### config.mk
export PLATFORM = sky130hd
export DESIGN_NAME = decode_stage2
export DESIGN_NICKNAME = d
export VERILOG_FILES = /design/src/source/decode2_pkg.sv /design/src/source/decode_stage2.sv /design/src/source/field_extract.sv /design/src/source/microcode_rom.sv /design/src/source/operand_ctrl.sv /design/src/source/uop_sequencer.sv
export SDC_FILE = /design/constraint.sdc
export NUM_CORES = 1
export LEC_CHECK = 0
export ABC_AREA = 0
export BUFFER_PORTS_ARGS = -buffer_cell sky130_fd_sc_hd__buf_4
export CORE_AREA = 2 2 190 192
export DETAILED_ROUTE_END_ITERATION = 10
export DIE_AREA = 0 0 192 194
export GPL_ROUTABILITY_DRIVEN = 0
export PLACE_DENSITY = 0.64
export SETUP_SLACK_MARGIN = 0.3
export SKIP_CTS_REPAIR_TIMING = 1
export SYNTH_ARGS = -nofsm -noshare
export SYNTH_HDL_FRONTEND = slang
export SYNTH_SLANG_ARGS = --single-unit
export TNS_END_PERCENT = 30
### constraint.sdc
create_clock -name clk -period 4.6 [get_ports clk]
set_input_delay 0.46 -clock clk [delete_from_list [all_inputs] [get_ports clk]]
set_output_delay 0.46 -clock clk [all_outputs]
set_load 0.03 [all_outputs]
### src/source/decode2_pkg.sv
package decode2_pkg;

   // instruction window, byte k sits at bits 8k+7:8k
   typedef logic [127:0] instr_bits_t;
   typedef logic [31:0]  addr32_t;
   // far pointer: selector in 47:32, offset in 31:0
   typedef logic [47:0]  offset48_t;
   typedef logic [7:0]   uaddr_t;
   typedef logic [23:0]  ctrl_word_t;
   typedef logic [2:0]   reg_id_t;
   typedef logic [1:0]   size_t;

   // control word field positions, lsb of each field
   localparam int cw_uop_stall    = 0;
   localparam int cw_next_uaddr   = 1;
   localparam int cw_next_uaddr_w = 7;
   localparam int cw_mux_op_size  = 8;
   localparam int cw_op_size      = 9;
   localparam int cw_mux_sr1      = 11;
   localparam int cw_sr1          = 12;
   localparam int cw_ld_gpr1      = 15;
   localparam int cw_mux_mem_rd   = 16;
   localparam int cw_mem_rd       = 17;
   localparam int cw_mux_aluk     = 18;
   localparam int cw_aluk         = 19;
   localparam int cw_jmp_stall    = 22;
   // bit 23 is spare

   // operand size codes
   localparam size_t size_8  = 2'b00;
   localparam size_t size_16 = 2'b01;
   localparam size_t size_32 = 2'b10;
   localparam size_t size_64 = 2'b11;

   // segment register ids
   localparam reg_id_t seg_es = 3'b000;
   localparam reg_id_t seg_cs = 3'b001;
   localparam reg_id_t seg_ss = 3'b010;
   localparam reg_id_t seg_ds = 3'b011;
   localparam reg_id_t seg_fs = 3'b100;
   localparam reg_id_t seg_gs = 3'b101;

endpackage

### src/source/decode_stage2.sv
`timescale 1ns/10ps

module decode_stage2 #(
   parameter int ir_bytes   = 16,
   parameter int uaddr_bits = 8
) (
   input  logic                        clk,
   input  logic                        rst_n,
   input  logic                        d2_v,
   input  logic                        ld_d2,
   input  logic [ir_bytes*8-1:0]       ir,
   input  decode2_pkg::addr32_t        eip,
   input  logic [15:0]                 cs,
   input  logic [3:0]                  instr_length,
   input  logic [15:0]                 opcode,
   input  logic                        opcode_size,
   input  logic                        operand_override,
   input  logic                        segment_override,
   input  logic                        repeat_prefix,
   input  logic                        modrm_present,
   input  logic                        sib_present,
   input  logic                        disp_present,
   input  logic [$clog2(ir_bytes)-1:0] disp_sel,
   input  logic                        disp_size,
   input  logic [$clog2(ir_bytes)-1:0] imm_sel,
   input  decode2_pkg::size_t          imm_size,
   input  logic [$clog2(ir_bytes)-1:0] off_sel,
   input  logic [1:0]                  offset_size,
   input  decode2_pkg::reg_id_t        seg_id,
   input  logic [7:0]                  modrm,
   input  logic [7:0]                  sib,
   input  decode2_pkg::uaddr_t         decode_address,
   input  logic                        nmi_int_en,
   input  logic                        gen_prot_exc_en,
   input  logic                        page_fault_exc_en,
   input  logic                        int_exist,
   input  logic                        repne_terminate,
   output decode2_pkg::addr32_t        eip_out,
   output logic [15:0]                 cs_out,
   output decode2_pkg::ctrl_word_t     control_word,
   output decode2_pkg::uaddr_t         control_address,
   output decode2_pkg::addr32_t        disp32,
   output decode2_pkg::addr32_t        imm32,
   output decode2_pkg::offset48_t      offset,
   output decode2_pkg::size_t          sr1_size,
   output decode2_pkg::size_t          sr2_size,
   output decode2_pkg::size_t          dr1_size,
   output decode2_pkg::size_t          mem_size,
   output decode2_pkg::reg_id_t        sr1,
   output decode2_pkg::reg_id_t        sr2,
   output decode2_pkg::reg_id_t        sr3,
   output decode2_pkg::reg_id_t        sr4,
   output decode2_pkg::reg_id_t        seg1,
   output decode2_pkg::reg_id_t        seg2,
   output logic [2:0]                  aluk,
   output logic                        mem_rd,
   output logic                        ld_gpr1,
   output logic                        base_reg_en,
   output logic                        sib_en,
   output logic                        disp_en,
   output logic [1:0]                  sib_scale,
   output logic                        repne,
   output logic                        uop_stall,
   output logic                        jmp_stall,
   output logic                        exc_v
);
   import decode2_pkg::*;

   logic opsize_sel;
   logic exc_any;

   // offset width comes from the opcode and override inside the extractor
   field_extract #(
      .ir_bytes (ir_bytes)
   ) i_field_extract (
      .ir               (ir),
      .opcode           (opcode),
      .operand_override (operand_override),
      .disp_sel         (disp_sel),
      .disp_size        (disp_size),
      .imm_sel          (imm_sel),
      .imm_size         (imm_size),
      .off_sel          (off_sel),
      .disp32           (disp32),
      .imm32            (imm32),
      .offset           (offset)
   );

   uop_sequencer i_uop_sequencer (
      .clk             (clk),
      .rst_n           (rst_n),
      .d2_v            (d2_v),
      .ld_d2           (ld_d2),
      .uop_stall_cw    (control_word[cw_uop_stall]),
      .next_uaddr      (control_word[cw_next_uaddr +: cw_next_uaddr_w]),
      .int_exist       (int_exist),
      .repne_terminate (repne_terminate),
      .decode_address  (decode_address),
      .opcode_size     (opcode_size),
      .control_address (control_address),
      .opsize_sel      (opsize_sel)
   );

   microcode_rom #(
      .uaddr_bits (uaddr_bits)
   ) i_microcode_rom (
      .control_address (control_address),
      .opsize_sel      (opsize_sel),
      .control_word    (control_word)
   );

   operand_ctrl i_operand_ctrl (
      .clk              (clk),
      .rst_n            (rst_n),
      .control_word     (control_word),
      .opcode           (opcode),
      .operand_override (operand_override),
      .segment_override (segment_override),
      .seg_id           (seg_id),
      .modrm            (modrm),
      .sib              (sib),
      .modrm_present    (modrm_present),
      .sib_present      (sib_present),
      .sr1_size         (sr1_size),
      .sr2_size         (sr2_size),
      .dr1_size         (dr1_size),
      .mem_size         (mem_size),
      .sr1              (sr1),
      .sr2              (sr2),
      .sr3              (sr3),
      .sr4              (sr4),
      .seg1             (seg1),
      .seg2             (seg2),
      .aluk             (aluk),
      .mem_rd           (mem_rd),
      .ld_gpr1          (ld_gpr1),
      .base_reg_en      (base_reg_en),
      .sib_scale        (sib_scale)
   );

   // a faulting instruction keeps its own eip for the handler
   assign exc_any = nmi_int_en || gen_prot_exc_en || page_fault_exc_en;
   assign eip_out = exc_any ? eip : eip + {28'b0, instr_length};
   assign exc_v   = d2_v && exc_any;

   // hold upstream while the second uop runs or a jump resolves
   assign uop_stall = d2_v && control_word[cw_uop_stall] && !(int_exist || repne_terminate);
   assign jmp_stall = d2_v && control_word[cw_jmp_stall];

   assign cs_out  = cs;
   assign repne   = repeat_prefix;
   assign sib_en  = sib_present;
   assign disp_en = disp_present;

endmodule

### src/source/field_extract.sv
`timescale 1ns/10ps

module field_extract #(
   parameter int ir_bytes = 16
) (
   input  logic [ir_bytes*8-1:0]         ir,
   input  logic [15:0]                   opcode,
   input  logic                          operand_override,
   input  logic [$clog2(ir_bytes)-1:0]   disp_sel,
   input  logic                          disp_size,
   input  logic [$clog2(ir_bytes)-1:0]   imm_sel,
   input  decode2_pkg::size_t            imm_size,
   input  logic [$clog2(ir_bytes)-1:0]   off_sel,
   output decode2_pkg::addr32_t          disp32,
   output decode2_pkg::addr32_t          imm32,
   output decode2_pkg::offset48_t        offset
);
   import decode2_pkg::*;

   localparam int ir_bits = ir_bytes * 8;

   logic [2*ir_bits-1:0] ir_dbl;
   logic [2*ir_bits-1:0] disp_win;
   logic [2*ir_bits-1:0] imm_win;
   logic [2*ir_bits-1:0] off_win;
   logic                 far16;

   // window doubled so a field running off the last byte wraps to byte 0
   assign ir_dbl = {ir, ir};

   // little-endian fields start at the low end once shifted down
   assign disp_win = ir_dbl >> (8 * disp_sel);
   assign imm_win  = ir_dbl >> (8 * imm_sel);
   assign off_win  = ir_dbl >> (8 * off_sel);

   assign disp32 = disp_size ? disp_win[31:0] : {{24{disp_win[7]}}, disp_win[7:0]};

   always_comb begin
      case (imm_size)
         size_8:  imm32 = {{24{imm_win[7]}}, imm_win[7:0]};
         size_16: imm32 = {{16{imm_win[15]}}, imm_win[15:0]};
         default: imm32 = imm_win[31:0];
      endcase
   end

   // jmp far / call far with 16-bit operand size: ptr16:16
   assign far16 = operand_override && (opcode == 16'h00EA || opcode == 16'h009A);

   // ptr16:32 otherwise, selector follows the 4-byte offset
   assign offset = far16 ? {off_win[31:16], 16'h0000, off_win[15:0]} : off_win[47:0];

endmodule

### src/source/microcode_rom.sv
`timescale 1ns/10ps

module microcode_rom #(
   parameter int uaddr_bits = 8
) (
   input  logic [uaddr_bits-1:0]  control_address,
   input  logic                   opsize_sel,
   output decode2_pkg::ctrl_word_t control_word
);
   import decode2_pkg::*;

   ctrl_word_t cw;

   always_comb begin
      cw = '0;
      case (control_address)
         // alu reg/rm, alu op taken from modrm reg
         uaddr_bits'('h01): begin
            cw[cw_ld_gpr1] = 1'b1;
            // byte form of the opcode
            if (opsize_sel) begin
               cw[cw_mux_op_size]   = 1'b1;
               cw[cw_op_size +: 2] = size_8;
            end
         end
         // mov with fixed 32-bit size
         uaddr_bits'('h05): begin
            cw[cw_mux_op_size]   = 1'b1;
            cw[cw_op_size +: 2] = size_32;
            cw[cw_ld_gpr1]      = 1'b1;
         end
         // push-like, first of two uops
         uaddr_bits'('h10): begin
            cw[cw_uop_stall]                       = 1'b1;
            cw[cw_next_uaddr +: cw_next_uaddr_w] = 7'h40;
            cw[cw_mux_mem_rd]                      = 1'b1;
            cw[cw_mem_rd]                          = 1'b0;
         end
         // second uop, reads through esp
         uaddr_bits'('h40): begin
            cw[cw_mux_sr1]     = 1'b1;
            cw[cw_sr1 +: 3]    = 3'd4;
            cw[cw_mux_mem_rd]  = 1'b1;
            cw[cw_mem_rd]      = 1'b1;
         end
         // jmp
         uaddr_bits'('h20): begin
            cw[cw_jmp_stall] = 1'b1;
         end
         default: cw = '0;
      endcase
   end

   assign control_word = cw;

endmodule

### src/source/operand_ctrl.sv
`timescale 1ns/10ps

module operand_ctrl (
   input  logic                    clk,
   input  logic                    rst_n,
   input  decode2_pkg::ctrl_word_t control_word,
   input  logic [15:0]             opcode,
   input  logic                    operand_override,
   input  logic                    segment_override,
   input  decode2_pkg::reg_id_t    seg_id,
   input  logic [7:0]              modrm,
   input  logic [7:0]              sib,
   input  logic                    modrm_present,
   input  logic                    sib_present,
   output decode2_pkg::size_t      sr1_size,
   output decode2_pkg::size_t      sr2_size,
   output decode2_pkg::size_t      dr1_size,
   output decode2_pkg::size_t      mem_size,
   output decode2_pkg::reg_id_t    sr1,
   output decode2_pkg::reg_id_t    sr2,
   output decode2_pkg::reg_id_t    sr3,
   output decode2_pkg::reg_id_t    sr4,
   output decode2_pkg::reg_id_t    seg1,
   output decode2_pkg::reg_id_t    seg2,
   output logic [2:0]              aluk,
   output logic                    mem_rd,
   output logic                    ld_gpr1,
   output logic                    base_reg_en,
   output logic [1:0]              sib_scale
);
   import decode2_pkg::*;

   logic [1:0] mod;
   reg_id_t    rm;
   reg_id_t    reg_op;
   logic       mem_opnd;
   size_t      base_size;
   reg_id_t    base_id;
   logic       ss_modrm;
   logic       ss_sib;
   logic       push_pop;

   assign mod    = modrm[7:6];
   assign rm     = modrm[2:0];
   assign reg_op = modrm[5:3];

   // memory operand whenever modrm is there and mod is not 11
   assign mem_opnd = modrm_present && (mod != 2'b11);

   always_comb begin
      if (control_word[cw_mux_op_size]) begin
         base_size = control_word[cw_op_size +: 2];
      end else begin
         base_size = operand_override ? size_16 : size_32;
      end
   end

   // address registers are always 32 bits wide
   assign sr1_size = mem_opnd ? size_32 : base_size;
   assign sr2_size = base_size;
   assign dr1_size = base_size;
   assign mem_size = base_size;

   assign base_id   = sib_present ? sib[2:0] : rm;
   assign sr1       = control_word[cw_mux_sr1] ? control_word[cw_sr1 +: 3] : base_id;
   assign sr2       = reg_op;
   assign sr3       = reg_op;
   assign sr4       = sib[5:3];
   assign sib_scale = sib[7:6];
   assign aluk      = control_word[cw_mux_aluk] ? control_word[cw_aluk +: 3] : reg_op;

   assign mem_rd  = control_word[cw_mux_mem_rd] ? control_word[cw_mem_rd] : mem_opnd;
   assign ld_gpr1 = control_word[cw_ld_gpr1] && !mem_opnd;

   // mod 00 rm 101 is disp32 with no base register
   assign base_reg_en = !(mod == 2'b00 && rm == 3'b101);

   // ebp or esp based addressing defaults to the stack segment
   assign ss_modrm = modrm_present && (mod == 2'b01 || mod == 2'b10) && rm == 3'b101;
   assign ss_sib   = sib_present && sib[2:0] == 3'b100;

   always_comb begin
      case (opcode)
         16'h0006, 16'h0007, 16'h000E,
         16'h0016, 16'h0017, 16'h001E, 16'h001F: push_pop = 1'b1;
         default:                                push_pop = 1'b0;
      endcase
   end

   always_comb begin
      if (segment_override) begin
         seg1 = seg_id;
      end else if (ss_modrm || ss_sib || push_pop) begin
         seg1 = seg_ss;
      end else begin
         seg1 = seg_ds;
      end
   end

   assign seg2 = reg_op;

   // a memory operand needs a full 32-bit address source, even for byte ops
   a_mem_sr1_size: assert property (
      @(posedge clk) disable iff (!rst_n)
      (modrm_present && modrm[7:6] != 2'b11) |-> sr1_size != size_8
   ) else $error("sr1_size is size_8 for a memory operand");

endmodule

### src/source/uop_sequencer.sv
`timescale 1ns/10ps

module uop_sequencer (
   input  logic                                      clk,
   input  logic                                      rst_n,
   input  logic                                      d2_v,
   input  logic                                      ld_d2,
   input  logic                                      uop_stall_cw,
   input  logic [decode2_pkg::cw_next_uaddr_w-1:0]   next_uaddr,
   input  logic                                      int_exist,
   input  logic                                      repne_terminate,
   input  decode2_pkg::uaddr_t                       decode_address,
   input  logic                                      opcode_size,
   output decode2_pkg::uaddr_t                       control_address,
   output logic                                      opsize_sel
);
   import decode2_pkg::*;

   logic [cw_next_uaddr_w-1:0] next_q;
   logic                       sel_uop;
   logic                       cancel;

   // interrupt or repne termination drops the rest of the sequence
   assign cancel = int_exist || repne_terminate;

   always_ff @(posedge clk or negedge rst_n) begin
      if (!rst_n) begin
         next_q  <= '0;
         sel_uop <= 1'b0;
      end else begin
         if (d2_v && ld_d2) begin
            next_q <= next_uaddr;
         end
         sel_uop <= d2_v && uop_stall_cw && !cancel;
      end
   end

   // stored micro-address lives in the lower half of the store
   assign control_address = sel_uop ? uaddr_t'({1'b0, next_q}) : decode_address;
   assign opsize_sel      = sel_uop ? 1'b0 : opcode_size;

   // a follow-on uop only ever comes from a valid item the cycle before
   a_sel_after_valid: assert property (
      @(posedge clk) disable iff (!rst_n) sel_uop |-> $past(d2_v)
   ) else $error("sel_uop high without a valid item on the previous cycle");

endmodule

======== Word level (Yosys, flattened, before mapping) ========
Index checks and enable logic that the tools add are counted.
word-level totals
  register bits after elaboration ......... 8
  bits of input ports ..................... 256
  output and inout port bits .............. 232
  word-level logic and storage cells ...... 74
cells by class
  $add $sub $neg .......................... 1
  equal/unequal tests ..................... 20
  shift-type cells ........................ 3
  mux-type cells .......................... 22
  reduce and logical (&&, ||, !) cells .... 26
operators with widths
  operator                                                           count
  256-bit by 7-bit >> shifter with 32-bit output                     2
  256-bit by 7-bit >> shifter with 48-bit output                     1
  16-bit by 5-bit == test with 1-bit output (second input constant)  4
  32-bit 2-to-1 mux                                                  2
  32-bit one-hot mux with 2 select lines                             1
  48-bit 2-to-1 mux                                                  1
  32-bit by 4-bit adder with 32-bit output                           1
  16-bit by 3-bit == test with 1-bit output (second input constant)  2
  16-bit by 8-bit == test with 1-bit output (second input constant)  2
  16-bit by 4-bit == test with 1-bit output (second input constant)  1
  8-bit 2-to-1 mux                                                   2
  1-bit logical AND                                                  12
  3-bit 2-to-1 mux                                                   3
  8-bit by 1-bit == test with 1-bit output (second input constant)   1
  8-bit by 3-bit == test with 1-bit output (second input constant)   1
  8-bit by 5-bit == test with 1-bit output (second input constant)   1
  8-bit by 6-bit == test with 1-bit output (second input constant)   1
  8-bit by 7-bit == test with 1-bit output (second input constant)   1
  1-bit logical OR                                                   7
  1-bit 2-to-1 mux                                                   7
  7-bit OR reduction                                                 1
  3-bit == test (second input constant)                              2
  2-bit 2-to-1 mux                                                   3
  3-bit one-hot mux with 2 select lines                              1
  8 further kinds                                                    12

======== Longest topological paths before layout ========
  depth after elaboration ................. 8
  mapped depth ............................ 9
  mapped depth without buffers ............ 7

======== Modules after synthesis ========
A second synthesis with hierarchy kept.
unflattened totals
  cells, all modules ...................... 1,237
  area, all modules ....................... 14,370.0 um2
by module, submodules not included
  module         instances  cells an instance  area an instance (um2)  sequential area each (um2)
  field_extract  1          982                12,259.3                0.0
  decode_stage2  1          135                1,066.0                 0.0
  operand_ctrl   1          58                 416.6                   0.0
  uop_sequencer  1          28                 390.4                   200.2
  microcode_rom  1          34                 237.7                   0.0

======== Worst setup path after synthesis ========
OpenSTA, ideal clock, no wires.
  path type ............................... flip-flop to output port
  start point ............................. register i_uop_sequencer.sel_uop
  end point ............................... output port sr1_size[0]
  data arrival time ....................... 2,751 ps
  data required time ...................... 4,140 ps
  path slack .............................. 1,389 ps
  stages on the path, launching flop included .. 7
  path buffers ............................ 1
  path through ............................ dfrtp_1 -> clkbuf_1 -> nor2b_1 -> nand4b_1 -> nor3_1 -> nor2b_1 -> and2_1
between the ends
  word-level cells in the longest chain between the ends .. 5
  elaborated cells on any way between the ends .. 8
  classes of those cells .................. eq/ne: 2; mux: 6
ends and longest elaborated chain
  what                                                                                                         RTL line             RTL
  start: declaration                                                                                           uop_sequencer.sv:20  logic sel_uop;
  start signal: assignment                                                                                     uop_sequencer.sv:34  sel_uop <= d2_v && uop_stall_cw && !cancel;
  8-bit 2-to-1 mux *                                                                                           uop_sequencer.sv:39  assign control_address = sel_uop ? uaddr_t'({1'b0, next_q}) : decode_address;
  named net control_address[0]                                                                                 decode_stage2.sv:41  output decode2_pkg::uaddr_t control_address,
  8-bit by 3-bit == test with 1-bit output / 8-bit by 1-bit == test with 1-bit output (equally long branches)  microcode_rom.sv:16  case (control_address)
  3-bit one-hot mux with 2 select lines *                                                                      microcode_rom.sv:16
  named net control_word[8]                                                                                    decode_stage2.sv:40  output decode2_pkg::ctrl_word_t control_word,
  2-bit 2-to-1 mux *                                                                                           operand_ctrl.sv:51   if (control_word[cw_mux_op_size]) begin
  named net dr1_size[0]                                                                                        decode_stage2.sv:47  output decode2_pkg::size_t dr1_size,
  2-bit 2-to-1 mux *                                                                                           operand_ctrl.sv:59   assign sr1_size = mem_opnd ? size_32 : base_size;
  end: declaration                                                                                             decode_stage2.sv:45  output decode2_pkg::size_t sr1_size,
Mark *: on every way through the listed nets, which the timed path passes. The rest lies on a longest branch.

======== Worst setup path in the final report ========
  start point ............................. input port disp_sel[1]
  end point ............................... output port disp32[19]
between the ends
  word-level cells in the longest chain between the ends .. 2
ends and longest elaborated chain
  what                                            RTL line             RTL
  start: declaration                              decode_stage2.sv:23  input logic [$clog2(ir_bytes)-1:0] disp_sel,
  256-bit by 7-bit >> shifter with 32-bit output  field_extract.sv:32  assign disp_win = ir_dbl >> (8 * disp_sel);
  32-bit 2-to-1 mux                               field_extract.sv:36  assign disp32 = disp_size ? disp_win[31:0] : {{24{disp_win[7]}}, disp_win[7:0]};
  end: declaration                                decode_stage2.sv:42  output decode2_pkg::addr32_t disp32,
No other way between the ends.

==> metrics.cfg <==
[global_route]
grt.overflow.total = 0
grt_max_degree = 92
antenna_found_initial = 6
grt_use_total = 0.271
grt_pass1_wl_um = 79100
grt_pass1_vias = 12927

[critical_path]
slowest_delay_ns = 0.69
reg2regPathDepth = 4
crit_type = in2out
setup.worst_path.start = disp_sel[1]
required_ns = 4.14
path_max_fanout = 51
cp_num_buf_inv = 3
reg2reg_to = i_uop_sequencer.sel_uop$_DFF_PN0_
r2r-start = i_uop_sequencer.sel_uop$_DFF_PN0_
startpoint_type = input pin
cp-end-kind = output port
crit_chain = buf_6 -> buf_4 -> mux4_2 -> mux4_2 -> a21o_1 -> buf_4
critPathArrivalTime_ns = 3.10
regToRegSetupSlack_ns = 2.64
critPathSlowestCell = buf_4
crit_cells = 6
cp_top_family = buffers and inverters

[timing]
final_hold_viol_count = 0
tns_ns = 0
worst_slew_pin_slew_ns = 1.09
relSlewSlack = 0.271
setup_violations = 0
finalMaxSlewViolations = 0
fin_crit_sh = 0.774
holdWs_ns = 0.0169
rsz0062_at_grt = false
fmaxAchievable_mhz = 281
fin_skew_ns = 0.00164
min_period_ns = 3.56
layout_setup_ws_ns = 1.04

[synth]
synth_async_sr_flop_share = 1.00
netlist_instances = 1385
avgSynthCellArea_sq_um = 9.93
synth_edf_count = 0
yosysWarningCount = 0
synth.distinct_cells = 51
synth-seq-cells = 2
yosysSeqAreaShare = 0.00364
synth_ff_type = dfrtp_1
syn_area_sq_mm = 0.0138

[floorplan]
fp.dieArea_sq_mm = 0.0372
rows = 69
die_h_um = 194
core_sq_mm = 0.0352
die_x_um = 192
start_util = 0.391
io_pins = 488

[power_and_ir_drop]
p_sw_frac = 0.526
peakVddDrop_uv = 146
power_leakage_nw = 7.22
switchingPower_mw = 1.33
combPwrFrac = 0.942
internal-power_mw = 1.20
power_frac_clock = 0.051
p_per_area_mw_per_mm2 = 152
pwr-share-seq = 0.007
p_total_mw = 2.53

[route]
routedWlPerCell_um = 25.5
drt-vias-per-instance = 6.49
drc = 0
dr.first_iter.drc_count = 1229
wl_um = 53200
vias = 13547
firstDrtPassIters = 5
antenna_left = 0

[job]
maxCapViolCount = 0

[clock_tree]
cts_tree = done
h-tree-depth = 1
cts_buffers = 3
clk-insertion-delay-late_ns = 0.22
path_clk_slew_ns = 0.03
clock-sinks = 2
clockBufferDepth = 2
cts_root_buf = clkbuf_16

[layout]
final_layout_size_suffix_gt1_frac = 0.492
syn2layout_area_growth_pct = 20.6
fin_util = 0.471
nets = 1888

[hold_path]
min_path_type = in2async

[placement]
place_ws_ns = 1.08
dp_hpwl_um = 40600
port_buffers = 410

[status]
status = finished clean

## final cells by class
cell class	count	area [sq um]
antenna	4	10.0
clock buffer	3	75.1
fill	3329	18600
inverter	20	75.1
multi-input combinational	1161	12400
sequential	2	50.0
tap	461	577
timing repair buffer	437	3350
## flip-flops by register name (all words and copies together) (netlist names)
signal	cells
i_uop_sequencer.sel_uop	1
i_uop_sequencer.next_q	1
## per-layer routing
layer / part of all wire / vias to the layer above / global-route usage
met5: 0.00023 / - / 0
met4: 0.047 / 2 / 0.113
met3: 0.099 / 116 / 0.0509
met2: 0.49 / 786 / 0.455
met1: 0.37 / 6761 / 0.341
li1: - / 5882 / -
## cell families after synthesis
group | after synthesis | synth area share
AND/OR/NAND/NOR | 308 | 0.107
multiplexers | 628 | 0.683
buffers and inverters | 235 | 0.0953
adder cells (fa/ha/maj) | 7 | 0.00691
flip-flops | 2 | 0.00364
other | 1 | 0.000273
XOR/XNOR | 30 | 0.0191
AO/OA/AOI/OAI | 174 | 0.0844
## metrics by stage
stage                     std cells  instance area [sq um]
after detailed placement       2081                  16500
final                          2088                  16600
after floorplan                1398                  13800
after global placement         2081                  16500
after CTS                      2084                  16600
after global routing           2085                  16600
## power by group through the flow
stage               sequential (mW)  combinational, mW  clock, mW
floorplan                    0.0180               1.61          0
global placement             0.0180               2.34          0
detailed placement           0.0180               2.37          0
CTS                          0.0178               2.37      0.131
global route                 0.0178               2.51      0.133
finish                       0.0178               2.38      0.130
## placed cells by master (no fill, tap or decap), types with 18 or more instances in the layout
cell type,count
mux2_2,94
a21o_1,33
nand2_1,117
xor2_1,21
and2_1,22
a21oi_1,19
nor2b_1,23
a31o_2,18
nand2b_1,18
mux4_2,239
nor2_1,60
nor3_1,23
mux2i_1,294
o21ai_0,64
buf_4,429
## cells in the mapped netlist, drive strengths merged (5+ instances only)
master,count,share of area
nand2b,18,0.0082
nand4,8,0.0036
o31a,9,0.0057
xor2,21,0.013
o311ai,15,0.0096
nand3,7,0.0025
nor3,24,0.0087
mux2,95,0.078
inv,20,0.0055
a21oi,19,0.0069
xnor2,9,0.0057
clkbuf,53,0.014
buf,162,0.075
and2,24,0.011
nor2,61,0.017
a21o,33,0.018
and3,5,0.0023
ha,6,0.0055
o21ai,64,0.023
mux4,239,0.39
nor2b,23,0.010
a31o,18,0.011
mux2i,294,0.21
nand2,117,0.032
## worst max-delay path by stage
stage	endpoint
6_report	disp32[19]
5_1_grt	disp32[22]
4_1_cts	disp32[19]
3_5_place_dp	disp32[19]
3_3_place_gp	disp32[19]
2_1_floorplan	sr1_size[0]
Power figures use the tool's default switching activity.
